**config.mk**
```make
export PLATFORM = sky130hd
export DESIGN_NAME = battle_top
export DESIGN_NICKNAME = d
export VERILOG_FILES = /design/src/battle_pkg.sv /design/src/board_ram.sv /design/src/fleet_table.sv /design/src/game_fsm.sv /design/src/wb_cmd_port.sv /design/src/battle_top.sv
export SDC_FILE = /design/constraint.sdc
export NUM_CORES = 2
export LEC_CHECK = 0
export ABC_AREA = 0
export CORE_MARGIN = 3
export CORE_UTILIZATION = 57
export DETAILED_ROUTE_END_ITERATION = 8
export DONT_BUFFER_PORTS = 1
export PLACE_DENSITY = 0.75
export SETUP_SLACK_MARGIN = 0.5
export SLEW_MARGIN = 20
export SYNTH_ARGS = -nofsm -noshare
export SYNTH_HDL_FRONTEND = slang
export SYNTH_SLANG_ARGS = --single-unit
```
**constraint.sdc**
```tcl
create_clock -name clk -period 17.55 [get_ports clk]
set_input_delay 4.3875 -clock clk [delete_from_list [all_inputs] [get_ports clk]]
set_output_delay 4.3875 -clock clk [all_outputs]
set_load 0.05 [all_outputs]
```
**src/battle_pkg.sv**
```systemverilog
// Battleship shared definitions
package battle_pkg;

    // ------------------------------------------------
    // Fleet rules
    // ------------------------------------------------
    localparam int NUM_SHIPS = 5;

    // Ship lengths in placement order
    localparam logic [2:0] SHIP_SIZE [NUM_SHIPS] = '{3'd5, 3'd4, 3'd3, 3'd3, 3'd2};

    // Cell word is {ship index, state}
    typedef enum logic [1:0] {
        CELL_EMPTY = 2'd0,
        CELL_SHIP  = 2'd1,
        CELL_MISS  = 2'd2,
        CELL_HIT   = 2'd3
    } cell_state_e;

    typedef enum logic [2:0] {
        RES_NONE     = 3'd0,
        RES_PLACED   = 3'd1,
        RES_REJECTED = 3'd2,
        RES_MISS     = 3'd3,
        RES_HIT      = 3'd4,
        RES_SUNK     = 3'd5
    } result_e;

    // ------------------------------------------------
    // Command word
    // ------------------------------------------------
    localparam logic [1:0] OP_PLACE = 2'b01;
    localparam logic [1:0] OP_FIRE  = 2'b10;

    typedef struct packed {
        logic [1:0]  opcode;
        logic        player;
        logic [19:0] rsvd;
        logic        across;
        logic [3:0]  row;
        logic [3:0]  col;
    } place_view_s;

    typedef struct packed {
        logic [1:0]  opcode;
        logic        player;
        logic [12:0] rsvd_hi;
        logic [3:0]  row;
        logic [3:0]  col;
        logic [7:0]  rsvd_lo;
    } fire_view_s;

    // Opcode and player sit in the same bits of both views
    typedef union packed {
        place_view_s place;
        fire_view_s  fire;
    } cmd_word_u;

    // Status word bit positions
    localparam int STATUS_RESULT  = 0;
    localparam int STATUS_OVER    = 4;
    localparam int STATUS_WINNER  = 5;
    localparam int STATUS_TURN    = 6;
    localparam int STATUS_PLACED0 = 8;
    localparam int STATUS_PLACED1 = 12;

endpackage

```
**src/board_ram.sv**
```systemverilog
`timescale 1ns/1ns
// Player board memory
module board_ram #(
    parameter int BOARD_SIZE = 10
) (
    input  logic       clk,
    input  logic       reset,
    input  logic [3:0] row,
    input  logic [3:0] col,
    input  logic       rd_en,
    input  logic       wr_en,
    input  logic [4:0] wr_cell,
    output logic [4:0] rd_cell
);

    localparam int CELLS = BOARD_SIZE * BOARD_SIZE;
    localparam int AW    = $clog2(CELLS);

    logic [4:0]       mem [CELLS];
    logic [CELLS-1:0] valid;
    logic [AW-1:0]    addr;

    assign addr = AW'(row * BOARD_SIZE + col);

    // Valid flags make the whole board read EMPTY after reset
    always_ff @(posedge clk)
    begin
        if (reset)
            valid <= '0;
        else if (wr_en)
            valid[addr] <= 1'b1;
    end

    always_ff @(posedge clk)
    begin
        if (wr_en)
            mem[addr] <= wr_cell;
        if (rd_en)
            rd_cell <= valid[addr] ? mem[addr] : 5'd0;
    end

    a_in_range: assert property (@(posedge clk) disable iff (reset)
        (rd_en || wr_en) |-> (row < BOARD_SIZE && col < BOARD_SIZE));

endmodule

```
**src/fleet_table.sv**
```systemverilog
`timescale 1ns/1ns
// Remaining ship cells per fleet
module fleet_table (
    input  logic       clk,
    input  logic       reset,
    input  logic       player,
    input  logic [2:0] ship,
    input  logic       load,
    input  logic       hit,
    output logic       ship_sunk,
    output logic       fleet_sunk
);

    logic [2:0] count [2][battle_pkg::NUM_SHIPS];
    logic [2:0] cur;
    logic       others_left;

    assign cur = count[player][ship];

    // Any other ship of this fleet still afloat
    always_comb
    begin
        others_left = 1'b0;
        for (int i = 0; i < battle_pkg::NUM_SHIPS; i++)
        begin
            if (i != int'(ship) && count[player][i] != 3'd0)
                others_left = 1'b1;
        end
    end

    always_ff @(posedge clk)
    begin
        if (reset)
        begin
            count      <= '{default: '0};
            ship_sunk  <= 1'b0;
            fleet_sunk <= 1'b0;
        end
        else if (load)
        begin
            count[player][ship] <= battle_pkg::SHIP_SIZE[ship];
        end
        else if (hit)
        begin
            count[player][ship] <= cur - 3'd1;
            ship_sunk           <= (cur == 3'd1);
            // Last cell of the last ship
            fleet_sunk          <= (cur == 3'd1) && !others_left;
        end
    end

    a_no_dead_hit: assert property (@(posedge clk) disable iff (reset)
        hit |-> cur != 3'd0);

endmodule

```
**src/game_fsm.sv**
```systemverilog
`timescale 1ns/1ns
// Battleship game controller
module game_fsm #(
    parameter int BOARD_SIZE = 10
) (
    input  logic                 clk,
    input  logic                 reset,
    input  logic                 cmd_start,
    input  battle_pkg::cmd_word_u cmd_word,
    output logic                 cmd_done,
    output logic [31:0]          status,
    output logic                 game_over,
    output logic [3:0]           p0_row,
    output logic [3:0]           p0_col,
    output logic                 p0_rd_en,
    output logic                 p0_wr_en,
    output logic [4:0]           p0_wr_cell,
    input  logic [4:0]           p0_rd_cell,
    output logic [3:0]           p1_row,
    output logic [3:0]           p1_col,
    output logic                 p1_rd_en,
    output logic                 p1_wr_en,
    output logic [4:0]           p1_wr_cell,
    input  logic [4:0]           p1_rd_cell,
    output logic                 fl_player,
    output logic [2:0]           fl_ship,
    output logic                 fl_load,
    output logic                 fl_hit,
    input  logic                 ship_sunk,
    input  logic                 fleet_sunk
);

    localparam logic [2:0] IDLE         = 3'd0;
    localparam logic [2:0] DECODE       = 3'd1;
    localparam logic [2:0] PLACE_SCAN   = 3'd2;
    localparam logic [2:0] PLACE_WRITE  = 3'd3;
    localparam logic [2:0] SHOT_READ    = 3'd4;
    localparam logic [2:0] SHOT_RESOLVE = 3'd5;
    localparam logic [2:0] SUNK_WAIT    = 3'd6;
    localparam logic [2:0] REPORT       = 3'd7;

    logic [2:0]          state;
    battle_pkg::result_e result;
    logic                over;
    logic                winner;
    logic                turn;
    logic                shots_taken;
    logic [2:0]          placed [2];
    logic [3:0]          wrow;
    logic [3:0]          wcol;
    logic [2:0]          step;

    logic       player;
    logic       is_fire;
    logic       tgt;
    logic [2:0] ship_idx;
    logic [2:0] size;
    logic [4:0] rd_cell;
    logic [1:0] cell_st;
    logic       fits;
    logic       place_ok;
    logic       fire_ok;
    logic       last_write;
    logic       rd_go;
    logic       wr_go;
    logic [4:0] wr_data;

    // ------------------------------------------------
    // Command decode
    // ------------------------------------------------
    assign player   = cmd_word.place.player;
    assign is_fire  = (cmd_word.place.opcode == battle_pkg::OP_FIRE);
    // Shots go to the opponent board, placements to the own board
    assign tgt      = is_fire ? ~player : player;
    assign ship_idx = placed[player];
    assign size     = battle_pkg::SHIP_SIZE[ship_idx];
    assign rd_cell  = tgt ? p1_rd_cell : p0_rd_cell;
    assign cell_st  = rd_cell[1:0];

    always_comb
    begin
        if (cmd_word.place.across)
            fits = cmd_word.place.row < BOARD_SIZE
                && int'(cmd_word.place.col) + int'(size) <= BOARD_SIZE;
        else
            fits = cmd_word.place.col < BOARD_SIZE
                && int'(cmd_word.place.row) + int'(size) <= BOARD_SIZE;
    end

    assign place_ok = !shots_taken && placed[player] < battle_pkg::NUM_SHIPS && fits;
    assign fire_ok  = placed[0] == battle_pkg::NUM_SHIPS && placed[1] == battle_pkg::NUM_SHIPS
                   && player == turn && !over
                   && cmd_word.fire.row < BOARD_SIZE && cmd_word.fire.col < BOARD_SIZE;

    assign last_write = (state == PLACE_WRITE) && (step == size - 3'd1);

    // ------------------------------------------------
    // Board and fleet strobes
    // ------------------------------------------------
    assign rd_go = (state == PLACE_SCAN && step < size) || state == SHOT_READ;
    assign wr_go = state == PLACE_WRITE || (state == SHOT_RESOLVE
                && (cell_st == battle_pkg::CELL_EMPTY || cell_st == battle_pkg::CELL_SHIP));

    always_comb
    begin
        if (state == PLACE_WRITE)
            wr_data = {ship_idx, battle_pkg::CELL_SHIP};
        else if (cell_st == battle_pkg::CELL_SHIP)
            wr_data = {rd_cell[4:2], battle_pkg::CELL_HIT};
        else
            wr_data = {3'd0, battle_pkg::CELL_MISS};
    end

    assign p0_row     = wrow;
    assign p0_col     = wcol;
    assign p1_row     = wrow;
    assign p1_col     = wcol;
    assign p0_rd_en   = rd_go && !tgt;
    assign p1_rd_en   = rd_go && tgt;
    assign p0_wr_en   = wr_go && !tgt;
    assign p1_wr_en   = wr_go && tgt;
    assign p0_wr_cell = wr_data;
    assign p1_wr_cell = wr_data;

    assign fl_player = (state == SHOT_RESOLVE) ? ~player : player;
    assign fl_ship   = (state == SHOT_RESOLVE) ? rd_cell[4:2] : ship_idx;
    assign fl_load   = last_write;
    assign fl_hit    = (state == SHOT_RESOLVE) && (cell_st == battle_pkg::CELL_SHIP);
    assign cmd_done  = (state == REPORT);
    assign game_over = over;

    always_comb
    begin
        status = '0;
        status[battle_pkg::STATUS_RESULT +: 3]  = result;
        status[battle_pkg::STATUS_OVER]         = over;
        status[battle_pkg::STATUS_WINNER]       = winner;
        status[battle_pkg::STATUS_TURN]         = turn;
        status[battle_pkg::STATUS_PLACED0 +: 3] = placed[0];
        status[battle_pkg::STATUS_PLACED1 +: 3] = placed[1];
    end

    // Walk position, restarted at the origin for the write pass
    always_ff @(posedge clk)
    begin
        if (state == DECODE || (state == PLACE_SCAN && step == size))
        begin
            step <= 3'd0;
            wrow <= is_fire ? cmd_word.fire.row : cmd_word.place.row;
            wcol <= is_fire ? cmd_word.fire.col : cmd_word.place.col;
        end
        else if (state == PLACE_SCAN || state == PLACE_WRITE)
        begin
            step <= step + 3'd1;
            if (cmd_word.place.across)
                wcol <= wcol + 4'd1;
            else
                wrow <= wrow + 4'd1;
        end
    end

    // ------------------------------------------------
    // Game state
    // ------------------------------------------------
    always_ff @(posedge clk)
    begin
        if (reset)
        begin
            state       <= IDLE;
            result      <= battle_pkg::RES_NONE;
            over        <= 1'b0;
            winner      <= 1'b0;
            turn        <= 1'b0;
            shots_taken <= 1'b0;
            placed      <= '{default: '0};
        end
        else
        begin
            case (state)
                IDLE:
                    if (cmd_start)
                        state <= DECODE;
                DECODE:
                    if (cmd_word.place.opcode == battle_pkg::OP_PLACE && place_ok)
                        state <= PLACE_SCAN;
                    else if (is_fire && fire_ok)
                        state <= SHOT_READ;
                    else
                    begin
                        result <= battle_pkg::RES_REJECTED;
                        state  <= REPORT;
                    end
                PLACE_SCAN:
                    // Data of the read issued one step earlier
                    if (step != 3'd0 && cell_st != battle_pkg::CELL_EMPTY)
                    begin
                        result <= battle_pkg::RES_REJECTED;
                        state  <= REPORT;
                    end
                    else if (step == size)
                        state <= PLACE_WRITE;
                PLACE_WRITE:
                    if (last_write)
                    begin
                        placed[player] <= placed[player] + 3'd1;
                        result         <= battle_pkg::RES_PLACED;
                        state          <= REPORT;
                    end
                SHOT_READ:
                    state <= SHOT_RESOLVE;
                SHOT_RESOLVE:
                    if (wr_go)
                    begin
                        turn        <= ~turn;
                        shots_taken <= 1'b1;
                        result      <= battle_pkg::RES_MISS;
                        state       <= (cell_st == battle_pkg::CELL_SHIP) ? SUNK_WAIT : REPORT;
                    end
                    else
                    begin
                        result <= battle_pkg::RES_REJECTED;
                        state  <= REPORT;
                    end
                SUNK_WAIT:
                begin
                    result <= ship_sunk ? battle_pkg::RES_SUNK : battle_pkg::RES_HIT;
                    if (fleet_sunk)
                    begin
                        over   <= 1'b1;
                        winner <= player;
                    end
                    state <= REPORT;
                end
                default:
                    state <= IDLE;
            endcase
        end
    end

    a_one_board: assert property (@(posedge clk) disable iff (reset)
        !(p0_wr_en && p1_wr_en));
    a_done_exit: assert property (@(posedge clk) disable iff (reset)
        cmd_done |=> (state == IDLE && !cmd_done));

endmodule

```
**src/wb_cmd_port.sv**
```systemverilog
`timescale 1ns/1ns
// Wishbone command and status port
module wb_cmd_port (
    input  logic                  clk,
    input  logic                  reset,
    input  logic                  wb_cyc,
    input  logic                  wb_stb,
    input  logic                  wb_we,
    input  logic                  wb_adr,
    input  logic [31:0]           wb_dat_w,
    output logic [31:0]           wb_dat_r,
    output logic                  wb_ack,
    output logic                  cmd_start,
    output battle_pkg::cmd_word_u cmd_word,
    input  logic                  cmd_done,
    input  logic [31:0]           status
);

    logic bus_req;
    logic cmd_sel;
    logic busy;
    // Command of this bus cycle already launched
    logic launched;

    assign bus_req = wb_cyc && wb_stb;
    assign cmd_sel = bus_req && wb_we && !wb_adr;

    always_ff @(posedge clk)
    begin
        if (reset)
        begin
            wb_ack    <= 1'b0;
            cmd_start <= 1'b0;
            busy      <= 1'b0;
            launched  <= 1'b0;
        end
        else
        begin
            cmd_start <= 1'b0;
            wb_ack    <= 1'b0;
            if (!wb_stb)
                launched <= 1'b0;
            if (cmd_sel && !launched)
            begin
                cmd_start <= 1'b1;
                busy      <= 1'b1;
                launched  <= 1'b1;
            end
            if (cmd_done)
            begin
                busy   <= 1'b0;
                wb_ack <= 1'b1;
            end
            else if (bus_req && !cmd_sel && !wb_ack)
                wb_ack <= 1'b1;
        end
    end

    // Only a status read returns data, all else reads zero
    always_ff @(posedge clk)
    begin
        if (cmd_sel && !launched)
            cmd_word <= wb_dat_w;
        wb_dat_r <= (bus_req && !wb_we && wb_adr) ? status : 32'd0;
    end

    a_done_busy: assert property (@(posedge clk) disable iff (reset)
        cmd_done |-> busy);
    a_ack_pulse: assert property (@(posedge clk) disable iff (reset)
        wb_ack |=> !wb_ack);

endmodule

```
**src/battle_top.sv**
```systemverilog
`timescale 1ns/1ns
// Battleship engine top level
module battle_top #(
    parameter int BOARD_SIZE = 10
) (
    input  logic        clk,
    input  logic        reset,
    input  logic        wb_cyc,
    input  logic        wb_stb,
    input  logic        wb_we,
    input  logic        wb_adr,
    input  logic [31:0] wb_dat_w,
    output logic [31:0] wb_dat_r,
    output logic        wb_ack,
    output logic        game_over
);

    logic                  cmd_start;
    logic                  cmd_done;
    battle_pkg::cmd_word_u cmd_word;
    logic [31:0]           status;
    logic [3:0]            p0_row, p0_col, p1_row, p1_col;
    logic                  p0_rd_en, p0_wr_en, p1_rd_en, p1_wr_en;
    logic [4:0]            p0_wr_cell, p0_rd_cell, p1_wr_cell, p1_rd_cell;
    logic                  fl_player, fl_load, fl_hit;
    logic [2:0]            fl_ship;
    logic                  ship_sunk, fleet_sunk;

    wb_cmd_port wb_cmd_port_i (
        .clk(clk), .reset(reset),
        .wb_cyc(wb_cyc), .wb_stb(wb_stb), .wb_we(wb_we), .wb_adr(wb_adr),
        .wb_dat_w(wb_dat_w), .wb_dat_r(wb_dat_r), .wb_ack(wb_ack),
        .cmd_start(cmd_start), .cmd_word(cmd_word), .cmd_done(cmd_done),
        .status(status)
    );

    game_fsm #(.BOARD_SIZE(BOARD_SIZE)) game_fsm_i (
        .clk(clk), .reset(reset),
        .cmd_start(cmd_start), .cmd_word(cmd_word), .cmd_done(cmd_done),
        .status(status), .game_over(game_over),
        .p0_row(p0_row), .p0_col(p0_col), .p0_rd_en(p0_rd_en), .p0_wr_en(p0_wr_en),
        .p0_wr_cell(p0_wr_cell), .p0_rd_cell(p0_rd_cell),
        .p1_row(p1_row), .p1_col(p1_col), .p1_rd_en(p1_rd_en), .p1_wr_en(p1_wr_en),
        .p1_wr_cell(p1_wr_cell), .p1_rd_cell(p1_rd_cell),
        .fl_player(fl_player), .fl_ship(fl_ship), .fl_load(fl_load), .fl_hit(fl_hit),
        .ship_sunk(ship_sunk), .fleet_sunk(fleet_sunk)
    );

    board_ram #(.BOARD_SIZE(BOARD_SIZE)) board_p0 (
        .clk(clk), .reset(reset), .row(p0_row), .col(p0_col),
        .rd_en(p0_rd_en), .wr_en(p0_wr_en), .wr_cell(p0_wr_cell), .rd_cell(p0_rd_cell)
    );

    board_ram #(.BOARD_SIZE(BOARD_SIZE)) board_p1 (
        .clk(clk), .reset(reset), .row(p1_row), .col(p1_col),
        .rd_en(p1_rd_en), .wr_en(p1_wr_en), .wr_cell(p1_wr_cell), .rd_cell(p1_rd_cell)
    );

    fleet_table fleet_table_i (
        .clk(clk), .reset(reset), .player(fl_player), .ship(fl_ship),
        .load(fl_load), .hit(fl_hit), .ship_sunk(ship_sunk), .fleet_sunk(fleet_sunk)
    );

endmodule

```
==> results.txt <==
The run finished with clean final reports. On the final layout, the worst clock skew is 51.1 ps. The tools report the number of hold-slack violations in the final timing report as 0. Synthesis inferred 1303 register bits. For the count of placed standard cells in the final layout, fillers left out, the log shows 4728. Setup repair after global routing left no endpoint under its margin.

For the count of hold-fix buffers inserted at cts, the log shows 0. The weighted congestion at the end of routability-driven global placement was 0.887. The run gives 3519 as the total number of nets in the final design. TritonCTS built the clock tree. In this run the vertical extent of the chip is 307 um.

In the layout the commonest cells are sky130_fd_sc_hd__edfxtp_1 (1037), sky130_fd_sc_hd__nor2_1 (347), sky130_fd_sc_hd__dfxtp_1 (266). The tools report the length of routed met2 wiring as 66400 um. The vias after detailed routing is 32700, and the sum of buffers and inverters on the critical path is 2.

The number of DRC markers in iteration 0 was 4638; the total length of routed wires was 146000 um. Data on the critical path arrives at its endpoint at 6920 ps. The root buffer cell chosen for the clock tree is sky130_fd_sc_hd__clkbuf_16.

Switching part of the total: 0.396. Port buffering added 0 buffers. The startpoint identified for the worst hold timing path is game_fsm_i.shots_taken. Type of element capturing the critical path: a flop. The number of placed cells counting well taps is 4497. The tools report the number of instances in the synthesized netlist as 3506. The detail route stage leaves a number of antenna-violating nets equal to 0. Timing would allow up to 0.152 GHz.

Across the run, the number of max-cap violations was 0. For this design the static power due to leakage is 18.4 nW. After global routing the overflow that remains totals 0. The total internal power is 0.00605 W. The logs give 0 ps for the setup TNS and 201 for the pin count of the biggest net entering global routing.

The critical path in this run is classified as flop to flop. Setup violations remaining at the end of the flow were counted as 0. The worst setup path is launched from a flop. In this run the power spent charging and discharging nets is 0.00396 W. The routed via count divided by cell count works out to 6.92.

The chip width is 307 um, and the number of buffers created by CTS is 121. The via count of the first global-routing pass was 31500. The initialized floorplan defines 109 standard-cell rows. The worst path in the final design needs a cycle of 6600 ps, including I/O delays and setup. Global-route wire length before repair: 212000 um. The worst-path maximum fanout was 43; the number of top-level design ports was 72. Across the VDD grid, the largest voltage drop is 0.286 mV. The cell area that synthesis handed to floorplanning was 51600 um^2. The floorplan die area is 94100 um^2, and the deepest level of the CTS H-tree is 3.

The number of library cell types mapped by synthesis was 93; the Yosys warning count was 0. The clock group share of total power was 0.272. For this block, wires on met1 add up to 51900 um.

The fraction of layout cells with a size suffix above 1 was 0.124. The startpoint identified for the worst register-to-register timing path is game_fsm_i.p0_row[0]. The area growth from synthesis to layout is 10.1%. For the post-cts gate resize count, the log shows 0. The most common flop cell mapped by yosys is sky130_fd_sc_hd__edfxtp_1. Sequential share of power: 0.354. For the number of max-slew violations in the final report, the log shows 0. Leaving out fill and tap cells, the most frequent cell in the layout is sky130_fd_sc_hd__edfxtp_1. For the pin with the worst max-slew slack, the measured transition is 1220 ps. The synthesized design contains 1037 enable-type register cells.

For the buffers inserted during post-CTS setup optimization, the log shows 0. In the detailed route, the total length drawn on met3 is 18900 um. The run gives 0 as the total DRC errors in the routed layout. The min-delay analysis places its worst path in the category flop to flop. For the combinational power share, the log shows 0.374. The share of flip-flops with an asynchronous set or reset is 0.

At the later pin of the worst-skew pair, clock insertion delay measures 730 ps. STA puts the critical path data required time at 17870 ps. The ratio of final minimum period to clock period works out to 0.376. The final routed wire length divided by cell count is 30.8 um, and the total half-perimeter wirelength after legalization and detailed placement is 82700 um. First-pass detailed-route iteration total: 9. Counting every sink on the clock net gives 1303. The overall routing resource usage is 0.306. No sink is reached through more buffers than the 3 on the longest clock path.

Area of the core: 89100 um^2. The critical path launch point was game_fsm_i.p0_row[0]. For the max-slew headroom at the worst pin, the log shows 0.182.

The number of antenna violations at the first check in global routing is 2. The critical path goes through ha_4 > fa_4 > buf_4 > nand2_1 > nor2_4 > buf_4 > nand2_1 > nor2_1. Broken down by cell family, the worst path's largest delay share belongs to simple AND/OR/NAND/NOR gates. The average cell area after synthesis was 14.7 um^2; the proportion of synthesized chip area in sequential cells was 0.707.

Starting utilization of the core area: 0.579. For this run, the slowest stage of the critical path takes 1230 ps. The design draws 0.0100 W.

After clock tree synthesis, the clock-pin slew on the worst setup and hold paths is 60 ps. Signal routing reaches up to met5. Dividing total power by cell area gives a power density of 176 nW/um^2.

On the critical path, the stage with the largest delay is an instance of sky130_fd_sc_hd__fa_4.
-- power by group through the flow --
stage               sequential, W  clock [W]  combinational (W)
CTS                       0.00355    0.00272            0.00355
global route              0.00355    0.00284            0.00378
detailed placement        0.00361          0            0.00353
global placement          0.00361          0            0.00349
finish                    0.00355    0.00272            0.00374
floorplan                 0.00365          0            0.00197
-- worst paths after layout --
kind	slack (ps)	depth (start not counted)	end
setup reg to reg	10950	8	board_p1.mem[93][4]
setup / recovery	10950	8	board_p1.mem[93][4]
hold reg to reg	450	2	game_fsm_i.shots_taken
hold / removal	450	2	game_fsm_i.shots_taken
-- kinds of logic after synthesis --
logic type,Yosys count,synth area share
other,1,0.0000727
buffers and inverters,281,0.0256
AO/OA/AOI/OAI,1009,0.146
flip-flops,1303,0.707
XOR/XNOR,28,0.00541
multiplexers,224,0.0546
adder cells (fa/ha/maj),26,0.00689
AND/OR/NAND/NOR,634,0.0545
-- registers in the layout (all words and copies together), names as in the netlist, 4 cells and up --
signal and count:
game_fsm_i.status 6, game_fsm_i.p0_row 4, board_p0.valid 100, board_p1.valid 100
board_p1.mem 500, board_p1.rd_cell 5, fleet_table_i.count 30, board_p0.rd_cell 5
game_fsm_i.p0_col 4, board_p0.mem 500, wb_cmd_port_i.wb_dat_r 12, wb_cmd_port_i.cmd_word 19
-- per-stage QoR --
step / hold WS [ps] / utilization / cell area [um^2] / setup slack [ps]
floorplan: 423 / - / 51600 / 6470
global placement: 437 / 0.591 / 52600 / 10820
detailed placement: 440 / 0.591 / 52600 / 10770
CTS: 450 / 0.637 / 56800 / 11340
global route: 477 / 0.637 / 56800 / 11150
finish: 452 / 0.637 / 56800 / 10950
-- per-layer routing --
| layer | GRT usage | vias to the layer above |
|---|---|---|
| li1 | - | 13700 |
| met2 | 0.475 | 2364 |
| met3 | 0.0855 | 527 |
| met5 | 0 | - |
| met4 | 0.146 | 4 |
| met1 | 0.401 | 16100 |
-- layout make-up --
| type | count | area (um^2) |
|---|---|---|
| timing repair buffer | 66 | 541 |
| inverter | 22 | 92.6 |
| sequential | 1303 | 36500 |
| clock buffer | 158 | 3320 |
| multi-input combinational | 1941 | 14100 |
| fill | 6239 | 32300 |
| antenna | 1 | 2.50 |
| clock inverter | 72 | 820 |
| tap | 1165 | 1460 |
-- synth_stat cells (all sizes together), types with 8 or more instances --
| library cell | count | area share |
|---|---|---|
| o41ai | 8 | 0.0015 |
| a311oi | 16 | 0.0027 |
| mux4 | 36 | 0.016 |
| clkbuf | 130 | 0.0095 |
| o21ai | 77 | 0.0075 |
| inv | 21 | 0.0015 |
| nand3 | 21 | 0.0020 |
| a2111oi | 8 | 0.0015 |
| a31oi | 40 | 0.0049 |
| ha | 22 | 0.0053 |
| o22ai | 16 | 0.0019 |
| and2 | 20 | 0.0024 |
| a22o | 56 | 0.0095 |
| nor2 | 352 | 0.026 |
| a222oi | 17 | 0.0033 |
| buf | 129 | 0.015 |
| a221o | 23 | 0.0045 |
| o211ai | 23 | 0.0033 |
| nor2b | 14 | 0.0018 |
| mux2 | 96 | 0.021 |
| a22oi | 162 | 0.024 |
| nor4 | 13 | 0.0019 |
| xor2 | 11 | 0.0022 |
| nand4 | 14 | 0.0017 |
| nand2b | 13 | 0.0016 |
| nand2 | 132 | 0.0096 |
| o21a | 203 | 0.030 |
| edfxtp | 1037 | 0.60 |
| mux2i | 92 | 0.018 |
| xnor2 | 17 | 0.0032 |
| a211oi | 19 | 0.0030 |
| a21oi | 132 | 0.013 |
| dfxtp | 266 | 0.10 |
| a221oi | 141 | 0.024 |
| nor3 | 22 | 0.0024 |
-- worst min-delay path, cell delays in order, from the launching register on --
cell and delay, ps:
sky130_fd_sc_hd__dfxtp_1 310, sky130_fd_sc_hd__inv_1 50, sky130_fd_sc_hd__a21oi_1 50
Power figures use the tool's default switching activity.
